[src/verilog/sd_dat_pkg.sv]
////////////////////
// SD DAT path shared definitions
// Block geometry, width types, controller states and host status
////////////////////

package sd_dat_pkg;

   ////////////////////
   // Block geometry
   ////////////////////

   // Bytes per block, kept small so simulation stays short
   localparam int BLOCK_BYTES = 8;
   // Data bits in one frame, sent MSB first
   localparam int BLOCK_BITS  = BLOCK_BYTES * 8;
   // Each buffer holds two full blocks
   localparam int FIFO_DEPTH  = 16;
   // Largest block count that fits blk_cnt_t
   localparam int MAX_BLOCKS  = 15;
   // Cycles after the end bit before card busy is sampled
   localparam int BUSY_GAP    = 2;

   ////////////////////
   // Width types
   ////////////////////

   // One data byte
   typedef logic [7:0]  sd_byte_t;
   // Block count of a transfer
   typedef logic [3:0]  blk_cnt_t;
   // CRC16 value
   typedef logic [15:0] crc16_t;
   // FIFO fill level, 0 up to FIFO_DEPTH
   typedef logic [4:0]  fifo_lvl_t;

   ////////////////////
   // Transfer controller states
   ////////////////////

   typedef enum logic [2:0] {
      IDLE,
      WRITE_START,
      WRITE_TRANSFER,
      READ_START,
      READ_TRANSFER
   } dat_state_e;

   // Status seen by the host
   // busy is high for the whole transfer, done pulses once at the end
   typedef struct packed {
      logic busy;
      logic done;
      logic crc_err;
   } xfer_status_t;

endpackage
[src/verilog/sd_dat_top.sv]
////////////////////
// SD host DAT line data path
// Buffers, transmit and receive PHYs and the transfer controller
////////////////////

module sd_dat_top
   import sd_dat_pkg::*;
(
   input  logic         host_clk,
   input  logic         rst_L,
   input  sd_byte_t     wr_data,
   input  logic         wr_valid,
   output logic         wr_ready,
   output sd_byte_t     rd_data,
   output logic         rd_valid,
   input  logic         rd_ready,
   input  logic         tx_data_init,
   input  logic         rx_data_init,
   input  blk_cnt_t     blk_count,
   output xfer_status_t status,
   input  logic         dat_in,
   output logic         dat_out,
   output logic         dat_oe
);

   // Transmit stream, FIFO to PHY
   sd_byte_t  tx_byte;
   logic      tx_byte_valid;
   logic      tx_byte_ready;
   fifo_lvl_t tx_level;
   // Receive stream, PHY to FIFO
   sd_byte_t  rx_byte;
   logic      rx_byte_valid;
   logic      rx_byte_ready;
   fifo_lvl_t rx_level;
   // Controller handshakes
   logic      dat_wr_flag;
   logic      dat_rd_flag;
   logic      tx_blk_done;
   logic      rx_blk_done;
   logic      rx_crc_ok;

   dat_fifo tx_fifo_i (
      .host_clk  (host_clk),
      .rst_L     (rst_L),
      .in_data   (wr_data),
      .in_valid  (wr_valid),
      .in_ready  (wr_ready),
      .out_data  (tx_byte),
      .out_valid (tx_byte_valid),
      .out_ready (tx_byte_ready),
      .level     (tx_level)
   );

   dat_fifo rx_fifo_i (
      .host_clk  (host_clk),
      .rst_L     (rst_L),
      .in_data   (rx_byte),
      .in_valid  (rx_byte_valid),
      .in_ready  (rx_byte_ready),
      .out_data  (rd_data),
      .out_valid (rd_valid),
      .out_ready (rd_ready),
      .level     (rx_level)
   );

   dat_tx_phy tx_phy_i (
      .host_clk   (host_clk),
      .rst_L      (rst_L),
      .blk_start  (dat_wr_flag),
      .byte_data  (tx_byte),
      .byte_valid (tx_byte_valid),
      .byte_ready (tx_byte_ready),
      .dat_in     (dat_in),
      .dat_out    (dat_out),
      .dat_oe     (dat_oe),
      .blk_done   (tx_blk_done)
   );

   dat_rx_phy rx_phy_i (
      .host_clk   (host_clk),
      .rst_L      (rst_L),
      .blk_arm    (dat_rd_flag),
      .dat_in     (dat_in),
      .byte_data  (rx_byte),
      .byte_valid (rx_byte_valid),
      .byte_ready (rx_byte_ready),
      .blk_done   (rx_blk_done),
      .crc_ok     (rx_crc_ok)
   );

   dat_control control_i (
      .host_clk     (host_clk),
      .rst_L        (rst_L),
      .tx_data_init (tx_data_init),
      .rx_data_init (rx_data_init),
      .blk_count    (blk_count),
      .tx_level     (tx_level),
      .rx_level     (rx_level),
      .tx_blk_done  (tx_blk_done),
      .rx_blk_done  (rx_blk_done),
      .rx_crc_ok    (rx_crc_ok),
      .dat_wr_flag  (dat_wr_flag),
      .dat_rd_flag  (dat_rd_flag),
      .status       (status)
   );

endmodule

[src/verilog/dat_control.sv]
////////////////////
// DAT transfer controller
// Launches write and read blocks, counts them, reports status
////////////////////

module dat_control
   import sd_dat_pkg::*;
(
   input  logic         host_clk,
   input  logic         rst_L,
   input  logic         tx_data_init,
   input  logic         rx_data_init,
   input  blk_cnt_t     blk_count,
   input  fifo_lvl_t    tx_level,
   input  fifo_lvl_t    rx_level,
   input  logic         tx_blk_done,
   input  logic         rx_blk_done,
   input  logic         rx_crc_ok,
   output logic         dat_wr_flag,
   output logic         dat_rd_flag,
   output xfer_status_t status
);

   dat_state_e state;
   dat_state_e nxt_state;
   // Blocks still to finish in this transfer
   blk_cnt_t   blks_left;
   // A block has been started and its done is pending
   logic       in_flight;
   logic       done_q;
   logic       crc_err_q;
   logic       tx_buf_empty;
   logic       rx_buf_full;
   logic       cmd_ok;
   logic       blk_done;
   logic       last_blk;

   ////////////////////
   // Buffer conditions
   ////////////////////

   // Not yet a whole block to send
   assign tx_buf_empty = (tx_level < BLOCK_BYTES);
   // No room left for a whole block
   assign rx_buf_full  = ((FIFO_DEPTH - rx_level) < BLOCK_BYTES);

   // Exactly one init pulse and a legal count
   assign cmd_ok   = (tx_data_init ^ rx_data_init) && (blk_count != 0);

   // Done from the PHY that belongs to the running direction
   assign blk_done = (state == WRITE_TRANSFER && tx_blk_done) ||
                     (state == READ_TRANSFER && rx_blk_done);
   assign last_blk = blk_done && (blks_left == 1);

   ////////////////////
   // Next state and block starts
   ////////////////////
   always_comb begin
      nxt_state   = state;
      dat_wr_flag = 1'b0;
      dat_rd_flag = 1'b0;
      case (state)
         IDLE: begin
            // Commands are only taken here, so a busy one is dropped
            if (cmd_ok)
               nxt_state = tx_data_init ? WRITE_START : READ_START;
         end
         WRITE_START: begin
            if (!tx_buf_empty) begin
               dat_wr_flag = 1'b1;
               nxt_state   = WRITE_TRANSFER;
            end
         end
         WRITE_TRANSFER: begin
            // Next block once the previous one is done and data is there
            dat_wr_flag = !in_flight && !tx_buf_empty;
            if (last_blk)
               nxt_state = IDLE;
         end
         READ_START: begin
            if (!rx_buf_full) begin
               dat_rd_flag = 1'b1;
               nxt_state   = READ_TRANSFER;
            end
         end
         READ_TRANSFER: begin
            dat_rd_flag = !in_flight && !rx_buf_full;
            if (last_blk)
               nxt_state = IDLE;
         end
         default: nxt_state = IDLE;
      endcase
   end

   ////////////////////
   // Counters and flags
   ////////////////////
   always_ff @(posedge host_clk) begin
      if (!rst_L) begin
         state     <= IDLE;
         blks_left <= '0;
         in_flight <= 1'b0;
         done_q    <= 1'b0;
         crc_err_q <= 1'b0;
      end else begin
         state  <= nxt_state;
         // Done lands in the same cycle the state returns to IDLE
         done_q <= last_blk;
         if (state == IDLE && cmd_ok) begin
            blks_left <= blk_count;
            crc_err_q <= 1'b0;
         end
         if (dat_wr_flag || dat_rd_flag)
            in_flight <= 1'b1;
         else if (blk_done)
            in_flight <= 1'b0;
         if (blk_done)
            blks_left <= blks_left - 1'b1;
         // Sticky until the next accepted command
         if (state == READ_TRANSFER && rx_blk_done && !rx_crc_ok)
            crc_err_q <= 1'b1;
      end
   end

   // Host status
   always_comb begin
      status.busy    = (state != IDLE);
      status.done    = done_q;
      status.crc_err = crc_err_q;
   end

endmodule

[src/verilog/dat_rx_phy.sv]
////////////////////
// DAT receive PHY
// Finds the start bit, assembles bytes and checks the block CRC16
////////////////////

module dat_rx_phy
   import sd_dat_pkg::*;
(
   input  logic     host_clk,
   input  logic     rst_L,
   input  logic     blk_arm,
   input  logic     dat_in,
   output sd_byte_t byte_data,
   output logic     byte_valid,
   input  logic     byte_ready,
   output logic     blk_done,
   output logic     crc_ok
);

   typedef enum logic [2:0] {
      RX_IDLE,
      RX_WAIT,
      RX_DATA,
      RX_CRC,
      RX_END
   } rx_state_e;

   rx_state_e                       state;
   logic [$clog2(BLOCK_BITS)-1:0]   bit_cnt;
   sd_byte_t                        shreg;
   // CRC bits as they arrive from the card
   crc16_t                          crc_rx;
   // CRC computed locally over the data bits
   crc16_t                          crc;
   logic                            crc_clear;
   logic                            crc_shift;
   logic                            byte_last_bit;

   assign byte_last_bit = (bit_cnt[2:0] == 3'd7);
   assign crc_clear     = (state == RX_WAIT);
   assign crc_shift     = (state == RX_DATA);

   sd_crc16 crc_i (
      .host_clk (host_clk),
      .rst_L    (rst_L),
      .clear    (crc_clear),
      .shift    (crc_shift),
      .bit_in   (dat_in),
      .crc      (crc)
   );

   ////////////////////
   // Frame sequencing
   ////////////////////
   always_ff @(posedge host_clk) begin
      if (!rst_L) begin
         state      <= RX_IDLE;
         bit_cnt    <= '0;
         byte_valid <= 1'b0;
         blk_done   <= 1'b0;
         crc_ok     <= 1'b0;
      end else begin
         blk_done <= 1'b0;
         // Byte stays offered until the FIFO takes it
         if (byte_ready)
            byte_valid <= 1'b0;
         case (state)
            RX_IDLE: begin
               if (blk_arm)
                  state <= RX_WAIT;
            end
            RX_WAIT: begin
               // Low level marks the start bit
               if (!dat_in) begin
                  state   <= RX_DATA;
                  bit_cnt <= '0;
               end
            end
            RX_DATA: begin
               bit_cnt <= bit_cnt + 1'b1;
               if (byte_last_bit)
                  byte_valid <= 1'b1;
               if (bit_cnt == BLOCK_BITS - 1) begin
                  state   <= RX_CRC;
                  bit_cnt <= '0;
               end
            end
            RX_CRC: begin
               bit_cnt <= bit_cnt + 1'b1;
               if (bit_cnt[3:0] == 4'd15)
                  state <= RX_END;
            end
            RX_END: begin
               // Good block needs a matching CRC and a high end bit
               blk_done <= 1'b1;
               crc_ok   <= (crc_rx == crc) && dat_in;
               state    <= RX_IDLE;
            end
            default: state <= RX_IDLE;
         endcase
      end
   end

   // Payload shifters
   always_ff @(posedge host_clk) begin
      if (state == RX_DATA) begin
         shreg <= {shreg[6:0], dat_in};
         if (byte_last_bit)
            byte_data <= {shreg[6:0], dat_in};
      end
      if (state == RX_CRC)
         crc_rx <= {crc_rx[14:0], dat_in};
   end

endmodule

[src/verilog/dat_tx_phy.sv]
////////////////////
// DAT transmit PHY
// Sends one block frame with CRC16, then waits out card busy
////////////////////

module dat_tx_phy
   import sd_dat_pkg::*;
(
   input  logic     host_clk,
   input  logic     rst_L,
   input  logic     blk_start,
   input  sd_byte_t byte_data,
   input  logic     byte_valid,
   output logic     byte_ready,
   input  logic     dat_in,
   output logic     dat_out,
   output logic     dat_oe,
   output logic     blk_done
);

   typedef enum logic [2:0] {
      TX_IDLE,
      TX_START,
      TX_DATA,
      TX_CRC,
      TX_END,
      TX_GAP,
      TX_BUSY
   } tx_state_e;

   tx_state_e                       state;
   // Shared counter for data bits, CRC bits and the busy gap
   logic [$clog2(BLOCK_BITS)-1:0]   bit_cnt;
   sd_byte_t                        shreg;
   crc16_t                          crc;
   logic                            crc_clear;
   logic                            crc_shift;
   logic                            byte_last_bit;

   assign byte_last_bit = (bit_cnt[2:0] == 3'd7);

   // First byte is pulled during the start bit
   // the rest on the last bit of the previous byte
   assign byte_ready = (state == TX_START) ||
                       (state == TX_DATA && byte_last_bit && bit_cnt != BLOCK_BITS - 1);

   assign crc_clear  = (state == TX_START);
   assign crc_shift  = (state == TX_DATA);

   sd_crc16 crc_i (
      .host_clk (host_clk),
      .rst_L    (rst_L),
      .clear    (crc_clear),
      .shift    (crc_shift),
      .bit_in   (shreg[7]),
      .crc      (crc)
   );

   ////////////////////
   // Line drive
   ////////////////////
   always_comb begin
      dat_oe  = 1'b0;
      dat_out = 1'b1;
      case (state)
         TX_START: begin
            dat_oe  = 1'b1;
            dat_out = 1'b0;
         end
         TX_DATA: begin
            dat_oe  = 1'b1;
            dat_out = shreg[7];
         end
         TX_CRC: begin
            // CRC is frozen here, walk it MSB first
            dat_oe  = 1'b1;
            dat_out = crc[4'd15 - bit_cnt[3:0]];
         end
         TX_END: begin
            dat_oe  = 1'b1;
         end
         default: begin
         end
      endcase
   end

   ////////////////////
   // Phase sequencing
   ////////////////////
   always_ff @(posedge host_clk) begin
      if (!rst_L) begin
         state    <= TX_IDLE;
         bit_cnt  <= '0;
         blk_done <= 1'b0;
      end else begin
         blk_done <= 1'b0;
         case (state)
            TX_IDLE: begin
               if (blk_start)
                  state <= TX_START;
            end
            TX_START: begin
               state   <= TX_DATA;
               bit_cnt <= '0;
            end
            TX_DATA: begin
               bit_cnt <= bit_cnt + 1'b1;
               if (bit_cnt == BLOCK_BITS - 1) begin
                  state   <= TX_CRC;
                  bit_cnt <= '0;
               end
            end
            TX_CRC: begin
               bit_cnt <= bit_cnt + 1'b1;
               if (bit_cnt[3:0] == 4'd15)
                  state <= TX_END;
            end
            TX_END: begin
               state   <= TX_GAP;
               bit_cnt <= '0;
            end
            TX_GAP: begin
               bit_cnt <= bit_cnt + 1'b1;
               if (bit_cnt == BUSY_GAP - 1)
                  state <= TX_BUSY;
            end
            TX_BUSY: begin
               // Card releases busy by letting the line go high
               if (dat_in) begin
                  blk_done <= 1'b1;
                  state    <= TX_IDLE;
               end
            end
            default: state <= TX_IDLE;
         endcase
      end
   end

   // Data shifter, reloaded at each byte boundary
   always_ff @(posedge host_clk) begin
      if (byte_ready && byte_valid)
         shreg <= byte_data;
      else if (state == TX_DATA)
         shreg <= {shreg[6:0], 1'b0};
   end

endmodule

[src/verilog/dat_fifo.sv]
////////////////////
// Byte FIFO
// Circular buffer with valid/ready on both sides and a fill level
////////////////////

module dat_fifo
   import sd_dat_pkg::*;
(
   input  logic      host_clk,
   input  logic      rst_L,
   input  sd_byte_t  in_data,
   input  logic      in_valid,
   output logic      in_ready,
   output sd_byte_t  out_data,
   output logic      out_valid,
   input  logic      out_ready,
   output fifo_lvl_t level
);

   sd_byte_t                        mem [FIFO_DEPTH];
   logic [$clog2(FIFO_DEPTH)-1:0]   wr_ptr;
   logic [$clog2(FIFO_DEPTH)-1:0]   rd_ptr;
   fifo_lvl_t                       count;
   logic                            push;
   logic                            pop;

   // Handshakes on each side
   assign push      = in_valid && in_ready;
   assign pop       = out_valid && out_ready;

   assign in_ready  = (count != FIFO_DEPTH);
   assign out_valid = (count != 0);
   // Head of the queue is always presented
   assign out_data  = mem[rd_ptr];
   assign level     = count;

   ////////////////////
   // Pointers and level
   ////////////////////
   always_ff @(posedge host_clk) begin
      if (!rst_L) begin
         wr_ptr <= '0;
         rd_ptr <= '0;
         count  <= '0;
      end else begin
         if (push)
            wr_ptr <= wr_ptr + 1'b1;
         if (pop)
            rd_ptr <= rd_ptr + 1'b1;
         // Push and pop together leave the level alone
         if (push && !pop)
            count <= count + 1'b1;
         else if (pop && !push)
            count <= count - 1'b1;
      end
   end

   // Storage
   always_ff @(posedge host_clk) begin
      if (push)
         mem[wr_ptr] <= in_data;
   end

endmodule

[src/verilog/sd_crc16.sv]
////////////////////
// SD CRC16 generator
// Bit serial, polynomial x^16+x^12+x^5+1
////////////////////

module sd_crc16
   import sd_dat_pkg::*;
(
   input  logic   host_clk,
   input  logic   rst_L,
   input  logic   clear,
   input  logic   shift,
   input  logic   bit_in,
   output crc16_t crc
);

   logic feedback;

   // MSB out xor incoming bit drives the taps
   assign feedback = crc[15] ^ bit_in;

   always_ff @(posedge host_clk) begin
      if (!rst_L) begin
         crc <= '0;
      end else if (clear) begin
         crc <= '0;
      end else if (shift) begin
         // Taps at bits 12, 5 and 0
         crc <= {crc[14:12], crc[11] ^ feedback, crc[10:5], crc[4] ^ feedback,
                 crc[3:0], feedback};
      end
   end

endmodule

[config.mk]
export PLATFORM = sky130hd
export DESIGN_NAME = sd_dat_top
export DESIGN_NICKNAME = d
export VERILOG_FILES = /design/src/verilog/sd_dat_pkg.sv /design/src/verilog/sd_dat_top.sv /design/src/verilog/dat_control.sv /design/src/verilog/dat_rx_phy.sv /design/src/verilog/dat_tx_phy.sv /design/src/verilog/dat_fifo.sv /design/src/verilog/sd_crc16.sv
export SDC_FILE = /design/constraint.sdc
export NUM_CORES = 1
export LEC_CHECK = 0
export CAP_MARGIN = 20
export CORE_UTILIZATION = 45
export DETAILED_ROUTE_END_ITERATION = 8
export DONT_BUFFER_PORTS = 1
export GPL_TIMING_DRIVEN = 0
export SLEW_MARGIN = 5
export SYNTH_ARGS = -nofsm -noshare
export SYNTH_HDL_FRONTEND = slang
export SYNTH_HIERARCHICAL = 1
export SYNTH_SLANG_ARGS = --single-unit
[constraint.sdc]
create_clock -name host_clk -period 3.5 [get_ports host_clk]
set_input_delay 0.7 -clock host_clk [delete_from_list [all_inputs] [get_ports host_clk]]
set_output_delay 0.7 -clock host_clk [all_outputs]
set_load 0.02 [all_outputs]
# After elaboration in Yosys (flattened, before gate mapping)
# Memory sizes are Yosys's and may differ from the RTL's. A register that Yosys moved wholly into a read port is not among the register bits.
# Cells that the tools add are included.
[word_totals]
regBits = 129
latchBits = 0
ram_bits = 256
romBits = 0
output_inout_bits = 15
wordCells = 202
n_memories = 2
[mem_list]
columns = ["name", "depth", "width", "rd", "rd_ports_with_merged_regs", "wr", "line", "source"]
rows = [
  ["rx_fifo_i.mem", 16, 8, 1, 1, 1, "dat_fifo.sv:20", "sd_byte_t mem [FIFO_DEPTH];"],
  ["tx_fifo_i.mem", 16, 8, 1, 1, 1, "dat_fifo.sv:20", ""],
]
[op_classes]
addsub = 13
multipliers = 0
div_mod_pow = 0
n_lt_le_gt_ge = 3
n_eq_ne = 39
shifts = 0
muxes = 55
n_bitwise = 8
n_reduce_logical = 57
[ops]
columns = ["operator", "n"]
rows = [
  ["$mux 3", 13],
  ["$pmux 6 s3", 2],
  ["$lt 32x4->1 const B", 1],
  ["$mux 4", 6],
  ["$pmux 3 s4", 2],
  ["$eq 3x3->1 const B", 7],
  ["$pmux 3 s7", 1],
  ["$mux 5", 4],
  ["$logic_and 1x1->1", 19],
  ["$eq 3x2->1 const B", 6],
  ["$mux 6", 3],
  ["$ne 2x1->1 const B", 9],
  ["$mux 1", 17],
  ["$add 4x1->4 const B", 4],
  ["$eq 16x16->1", 1],
  ["$mux 8", 2],
  ["$add 6x1->6 const B", 2],
  ["$eq 6x6->1 const B", 2],
  ["$reduce_bool 2->1", 6],
  ["$add 5x1->5 const B", 2],
  ["$ne 5x5->1 const B", 2],
  ["$reduce_bool 5->1", 2],
  ["$reduce_or 2->1", 5],
  ["$sub 5x1->5 const B", 2],
  ["26 further kinds", 55],
]

# Logic depth before layout (Yosys ltp)
[logic_depth]
ltp_word = 8
depth_mapped = 13

# Hierarchy
# The synthesis kept the hierarchy.
[by_module_without_submodules]
columns = ["module", "n_inst", "cells_per_inst", "area_each_um2", "seq_area_each_um2"]
rows = [
  ["dat_fifo", 2, 306, 5750.5, 4184.0],
  ["dat_rx_phy", 1, 118, 1681.6, 1171.1],
  ["sd_crc16", 2, 60, 631.9, 320.3],
  ["dat_tx_phy", 1, 115, 1138.6, 440.4],
  ["dat_control", 1, 83, 695.7, 200.2],
]

# Worst setup path after synthesis
# No wires, ideal clock.
[synth_path]
kind = "register to register"
start = "register tx_phy_i.bit_cnt[1]"
end = "register tx_fifo_i.count[3] (netlist: tx_fifo_i/level[3])"
setup_ps = 62
arrival_ps = 2707
t_required_ps = 3438
path_slack_ps = 731
path_stages_with_launch = 13
n_path_buf = 0
path_cell_list = "dfxtp_1 > ha_1 > nand3_1 > o211a_1 > or2_2 > o21ai_4 > ha_1 > inv_1 > ha_1 > a21o_2 > a21oi_1 > or4b_2 > nand3_1"
[synth_between]
elab_chain_len = 8
[synth_rtl]
columns = ["item", "line", "source"]
rows = [
  ["start, declared", "dat_tx_phy.sv:33", "logic [$clog2(BLOCK_BITS)-1:0] bit_cnt;"],
  ["start signal, assigned", "dat_tx_phy.sv:107", "bit_cnt <= bit_cnt + 1'b1;"],
  ["start signal, assigned", "dat_tx_phy.sv:114", "bit_cnt <= bit_cnt + 1'b1;"],
  ["start signal, assigned", "dat_tx_phy.sv:123", "bit_cnt <= bit_cnt + 1'b1;"],
  ["$eq 3x3->1", "dat_tx_phy.sv:40", "assign byte_last_bit = (bit_cnt[2:0] == 3'd7);"],
  ["$logic_and 1x1->1", "dat_tx_phy.sv:45", "(state == TX_DATA && byte_last_bit && bit_cnt != BLOCK_BITS - 1);"],
  ["$logic_and 1x1->1 *", "dat_tx_phy.sv:45", ""],
  ["$logic_or 1x1->1 *", "dat_tx_phy.sv:44", "assign byte_ready = (state == TX_START) ||"],
  ["net tx_byte_ready", "sd_dat_top.sv:29", "logic tx_byte_ready;"],
  ["$logic_and 1x1->1 *", "dat_fifo.sv:29", "assign pop = out_valid && out_ready;"],
  ["$logic_not 1->1", "dat_fifo.sv:51", "if (push && !pop)"],
  ["$logic_and 1x1->1", "dat_fifo.sv:51", ""],
  ["$mux 5 or $reduce_bool 2->1 (tied branches)", "-", ""],
  ["end signal, assigned", "dat_fifo.sv:52", "count <= count + 1'b1;"],
  ["end signal, assigned", "dat_fifo.sv:54", "count <= count - 1'b1;"],
  ["end, declared", "dat_fifo.sv:23", "fifo_lvl_t count;"],
]
# The timed path passes the listed nets; every way through them passes the cells marked *.
# A chain may end at the register's enable or synchronous reset.

==> summary.md <==
| Metric | Value |
|---|---|
| Area delta synth->final | `12.1%` |
| Share of layout cells above drive strength 1 | `0.172` |
| Critical Setup Path Class | `reg -> out` |
| Hold_buf cts | `0` |
| Total number of vias | `8812` |
| Hold Vio Cnt, Final | `0` |
| Int Pwr | `between 8 and 9 mW` |
| Share of the synthesized area in the top cell type | `0.544` |
| Post-CTS Setup Bufs | `0` |
| Hpwl dp | `between 20000 and 25000 um` |
| Die Y-Extent | `192 um` |
| Clock Sink Count | `393` |
| Crit. path cell count | `5` |
| Root Driver | `clkbuf_16` |
| WL final | `31700 um` |
| Post-Syn Nets | `roughly 1100` |
| Routed length on met2 | `around 15000 um` |
| Post-Synthesis Cells | `roughly 1000` |
| Reg2reg start | `tx_phy_i/bit_cnt[1]` |
| Global-route wire length before repair | `49900 um` |
| Slew @ Worst Pin | `a little under 0.9 ns` |
| Total Routing Usage GR | `0.177` |
| R2R cell count | `12` |
| Core ar. | `about 36000 um2` |
| Gr ovfl total | `0` |
| CP peak stage delay | `between 0.5 and 0.6 ns` |
| Syn Std Cell Area | `between 15000 and 20000 um2` |
| Wire per inst | `between 15 and 20 um` |
| Post-synth EDFFs | `between 200 and 300` |
| Vias/cell | `between 5 and 6` |
| Fmax | `310 MHz` |
| Worst-path fanout max | `10` |
| HP Start | `wr_data[2]` |
| Startpoint types | `flop` |
| TritonCTS clock tree | `done` |
| Die ar. | `about 37000 um2` |
| WL met1 | `between 10000 and 15000 um` |
| CP delay by family, top | `multiplexers` |
| Fin crit period | `3.23 ns` |
| Ys async rst share | `0` |
| Mean Syn Cell Area | `around 16 um2` |
| Sequential cell area fraction in the yosys report | `0.665` |
| Initial DRC count | `654` |
| Seq pwr share | `0.492` |
| CTS Buf Count | `a little over 40` |
| DRT antenna net count | `0` |
| Die span in x | `between 150 and 200 um` |
| Clk_lat worst skew | `roughly 0.54 ns` |
| Nets | `~1100` |
| Initial Utilization | `0.458` |
| Filler cells | `between 3000 and 4000` |
| MaxCap Viol Count | `0` |
| Reg2reg end | `tx_fifo_i/level[3]` |
| Port buffer count | `0` |
| Share of total power in the clock network | `0.397` |
| DRT Pass-1 Iters | `6` |
| Fin crit share | `0.922` |
| Reg-to-reg slack, setup | `0.46 ns` |
| CP Buf/Inv Count | `2` |
| Max Used Layer | `met4` |
| Worst Hold End | `tx_fifo_i/mem[2][2]` |
| Status | `complete, no violations` |
| Max_slew headroom | `0.409` |
| Pleak | `roughly 6 nW` |
| Setup tns final | `0 ns` |
| Largest cells by area after synthesis | `edfxtp_1, dfxtp_1, mux4_2` |
| Worst Hold Depth | `0` |
| P_sw | `between 2 and 3 mW` |
| RSZ-0062 raised after global routing | `no` |
| Ports | `34` |
| Max Transition Viols Final | `0` |
| Switching share of power | `0.236` |
| GP Congestion | `between 0.7 and 0.8` |
| # setup viols final | `0` |
| Worst Hold Slack | `about 0.26 ns` |
| Residual DRC | `0` |
| Final Power | `approximately 11 mW` |
| PostCTS Resize Cnt | `0` |
| Crit. End Element | `output port` |
| Ant. Diodes | `0` |
| Arrival @ worst endpoint | `roughly 2.5 ns` |
| Clk pin slew, worst setup/hold paths | `0.06 ns` |
| Initial antenna violation count | `0` |
| Worst Skew | `about 0.023 ns` |
| # rows | `between 60 and 70` |
| WP data required | `2.80 ns` |
| Worst hold path class | `in -> reg` |
| Comb pwr share | `0.111` |
| Cell repeated most along the worst path | `buf_2` |
| Synth unique cells | `just under 80` |
| Top_reg_cell synth | `edfxtp_1` |
| VDD IR-drop max | `~440 uV` |
| Syn. warnings | `6` |
| Synthesized flop and latch total | `a little under 400` |
| Cell area power density | `roughly 590 nW/um2` |
| Most area-hungry cell type in the Yosys netlist | `edfxtp_1` |
| Clk buf depth | `3` |
| DR WL met3 | `around 1500 um` |
| CP Cell Sequence | `buf_2, buf_2, mux4_2, a22oi_1, nand2_1` |
| H-Tree Depth | `2` |
| Vias in the first global route | `approximately 8900` |
| Largest net degree at the start of global routing | `28` |
| Slowest CP cell | `mux4_2` |
-- worst reg2reg max path, cell delays in order (launching register included) --
cell and delay (ns):
dfxtp_1 0.40, ha_1 0.22, nand3_1 0.13, o211a_1 0.31, or2_2 0.34, o21ai_4 0.11
ha_1 0.20, inv_1 0.10, ha_1 0.29, a21o_2 0.11, a21oi_1 0.07, or4b_2 0.61
nand3_1 0.08
-- layer usage --
metal / track usage / up-vias
met1: 0.245 / 4460
li1: - / 4151
met5: 0 / -
met4: 0.0472 / 0
met3: 0.0323 / 42
met2: 0.289 / 159
-- cell type report --
class | count | area [um2] | share of cell area
Tap cell | 461 | 577 | 0.0316
Clock buffer | 62 | 1180 | 0.0645
Buffer | 46 | 255 | 0.0140
Timing Repair Buffer | 8 | 57.6 | 0.00315
Sequential cell | 393 | 10800 | 0.593
Multi-Input combinational cell | 588 | 5130 | 0.281
Clock inverter | 13 | 153 | 0.00837
Inverter | 21 | 78.8 | 0.00432
-- Yosys cell counts (all sizes together) (19+ instances only) --
cell type	instances
mux2i	48
nor2b	22
nand3	28
buf	27
a22oi	37
ha	25
inv	20
and2	20
clkbuf	19
nor2	73
mux4	64
nand2	59
edfxtp	295
dfxtp	98
nor3	19
xor2	21
-- logic make-up after synthesis --
group,synth area share
fa+ha+maj,0.0217
buf+inv,0.0205
xor+xnor,0.0194
simple gates,0.0961
flops,0.665
compound gates,0.0549
mux,0.123
-- stage by stage --
step / cell area [um2] / std cells / setup slack, ns / utilization
6_report: 18200 / 1592 / 0.273 / 0.513
5_1_grt: 18200 / 1592 / 0.130 / 0.513
4_1_cts: 18200 / 1592 / 0.186 / 0.513
3_5_place_dp: 16900 / 1517 / 0.469 / 0.476
3_3_place_gp: 16900 / 1509 / 0.491 / 0.474
2_1_floorplan: 16300 / 1048 / 0.731 / -
-- layout by cell type, fill, tap and decap left out, types with 22 or more instances in the layout --
| cell | n |
|---|---|
| a22oi_1 | 37 |
| clkbuf_1 | 32 |
| clkbuf_16 | 42 |
| dfxtp_1 | 98 |
| edfxtp_1 | 295 |
| ha_1 | 25 |
| mux2i_1 | 48 |
| mux4_2 | 64 |
| nand2_1 | 58 |
| nand3_1 | 28 |
| nor2_1 | 73 |
| nor2b_1 | 22 |
-- state kept, by name, indices dropped and copies added, names as in the netlist, 7 cells and up, named ones only --
signal,cells
tx_fifo_i/mem,128
tx_phy_i/shreg,8
rx_phy_i/crc_rx,16
tx_phy_i/crc_i/crc,16
rx_phy_i/byte_data,8
rx_phy_i/crc_i/crc,16
rx_phy_i/shreg,7
rx_fifo_i/mem,128
-- power by group through the flow --
stage               Clock, mW  Combinational (mW)  Sequential [mW]
floorplan                   0               0.949             5.36
global placement            0                1.18             5.40
detailed placement          0                1.20             5.40
CTS                      4.41                1.21             5.30
global route             4.58                1.32             5.32
finish                   4.27                1.20             5.30
-- worst max-delay path by stage --
stage	end	slack (ns)
after global placement	tx_fifo_i/level[3]	0.49
after global routing	rd_data[7]	0.13
after detailed placement	tx_fifo_i/level[3]	0.47
final	rd_data[7]	0.27
after CTS	rd_data[7]	0.19
after floorplan	tx_fifo_i/level[3]	0.73
Power figures use the tool's default switching activity.
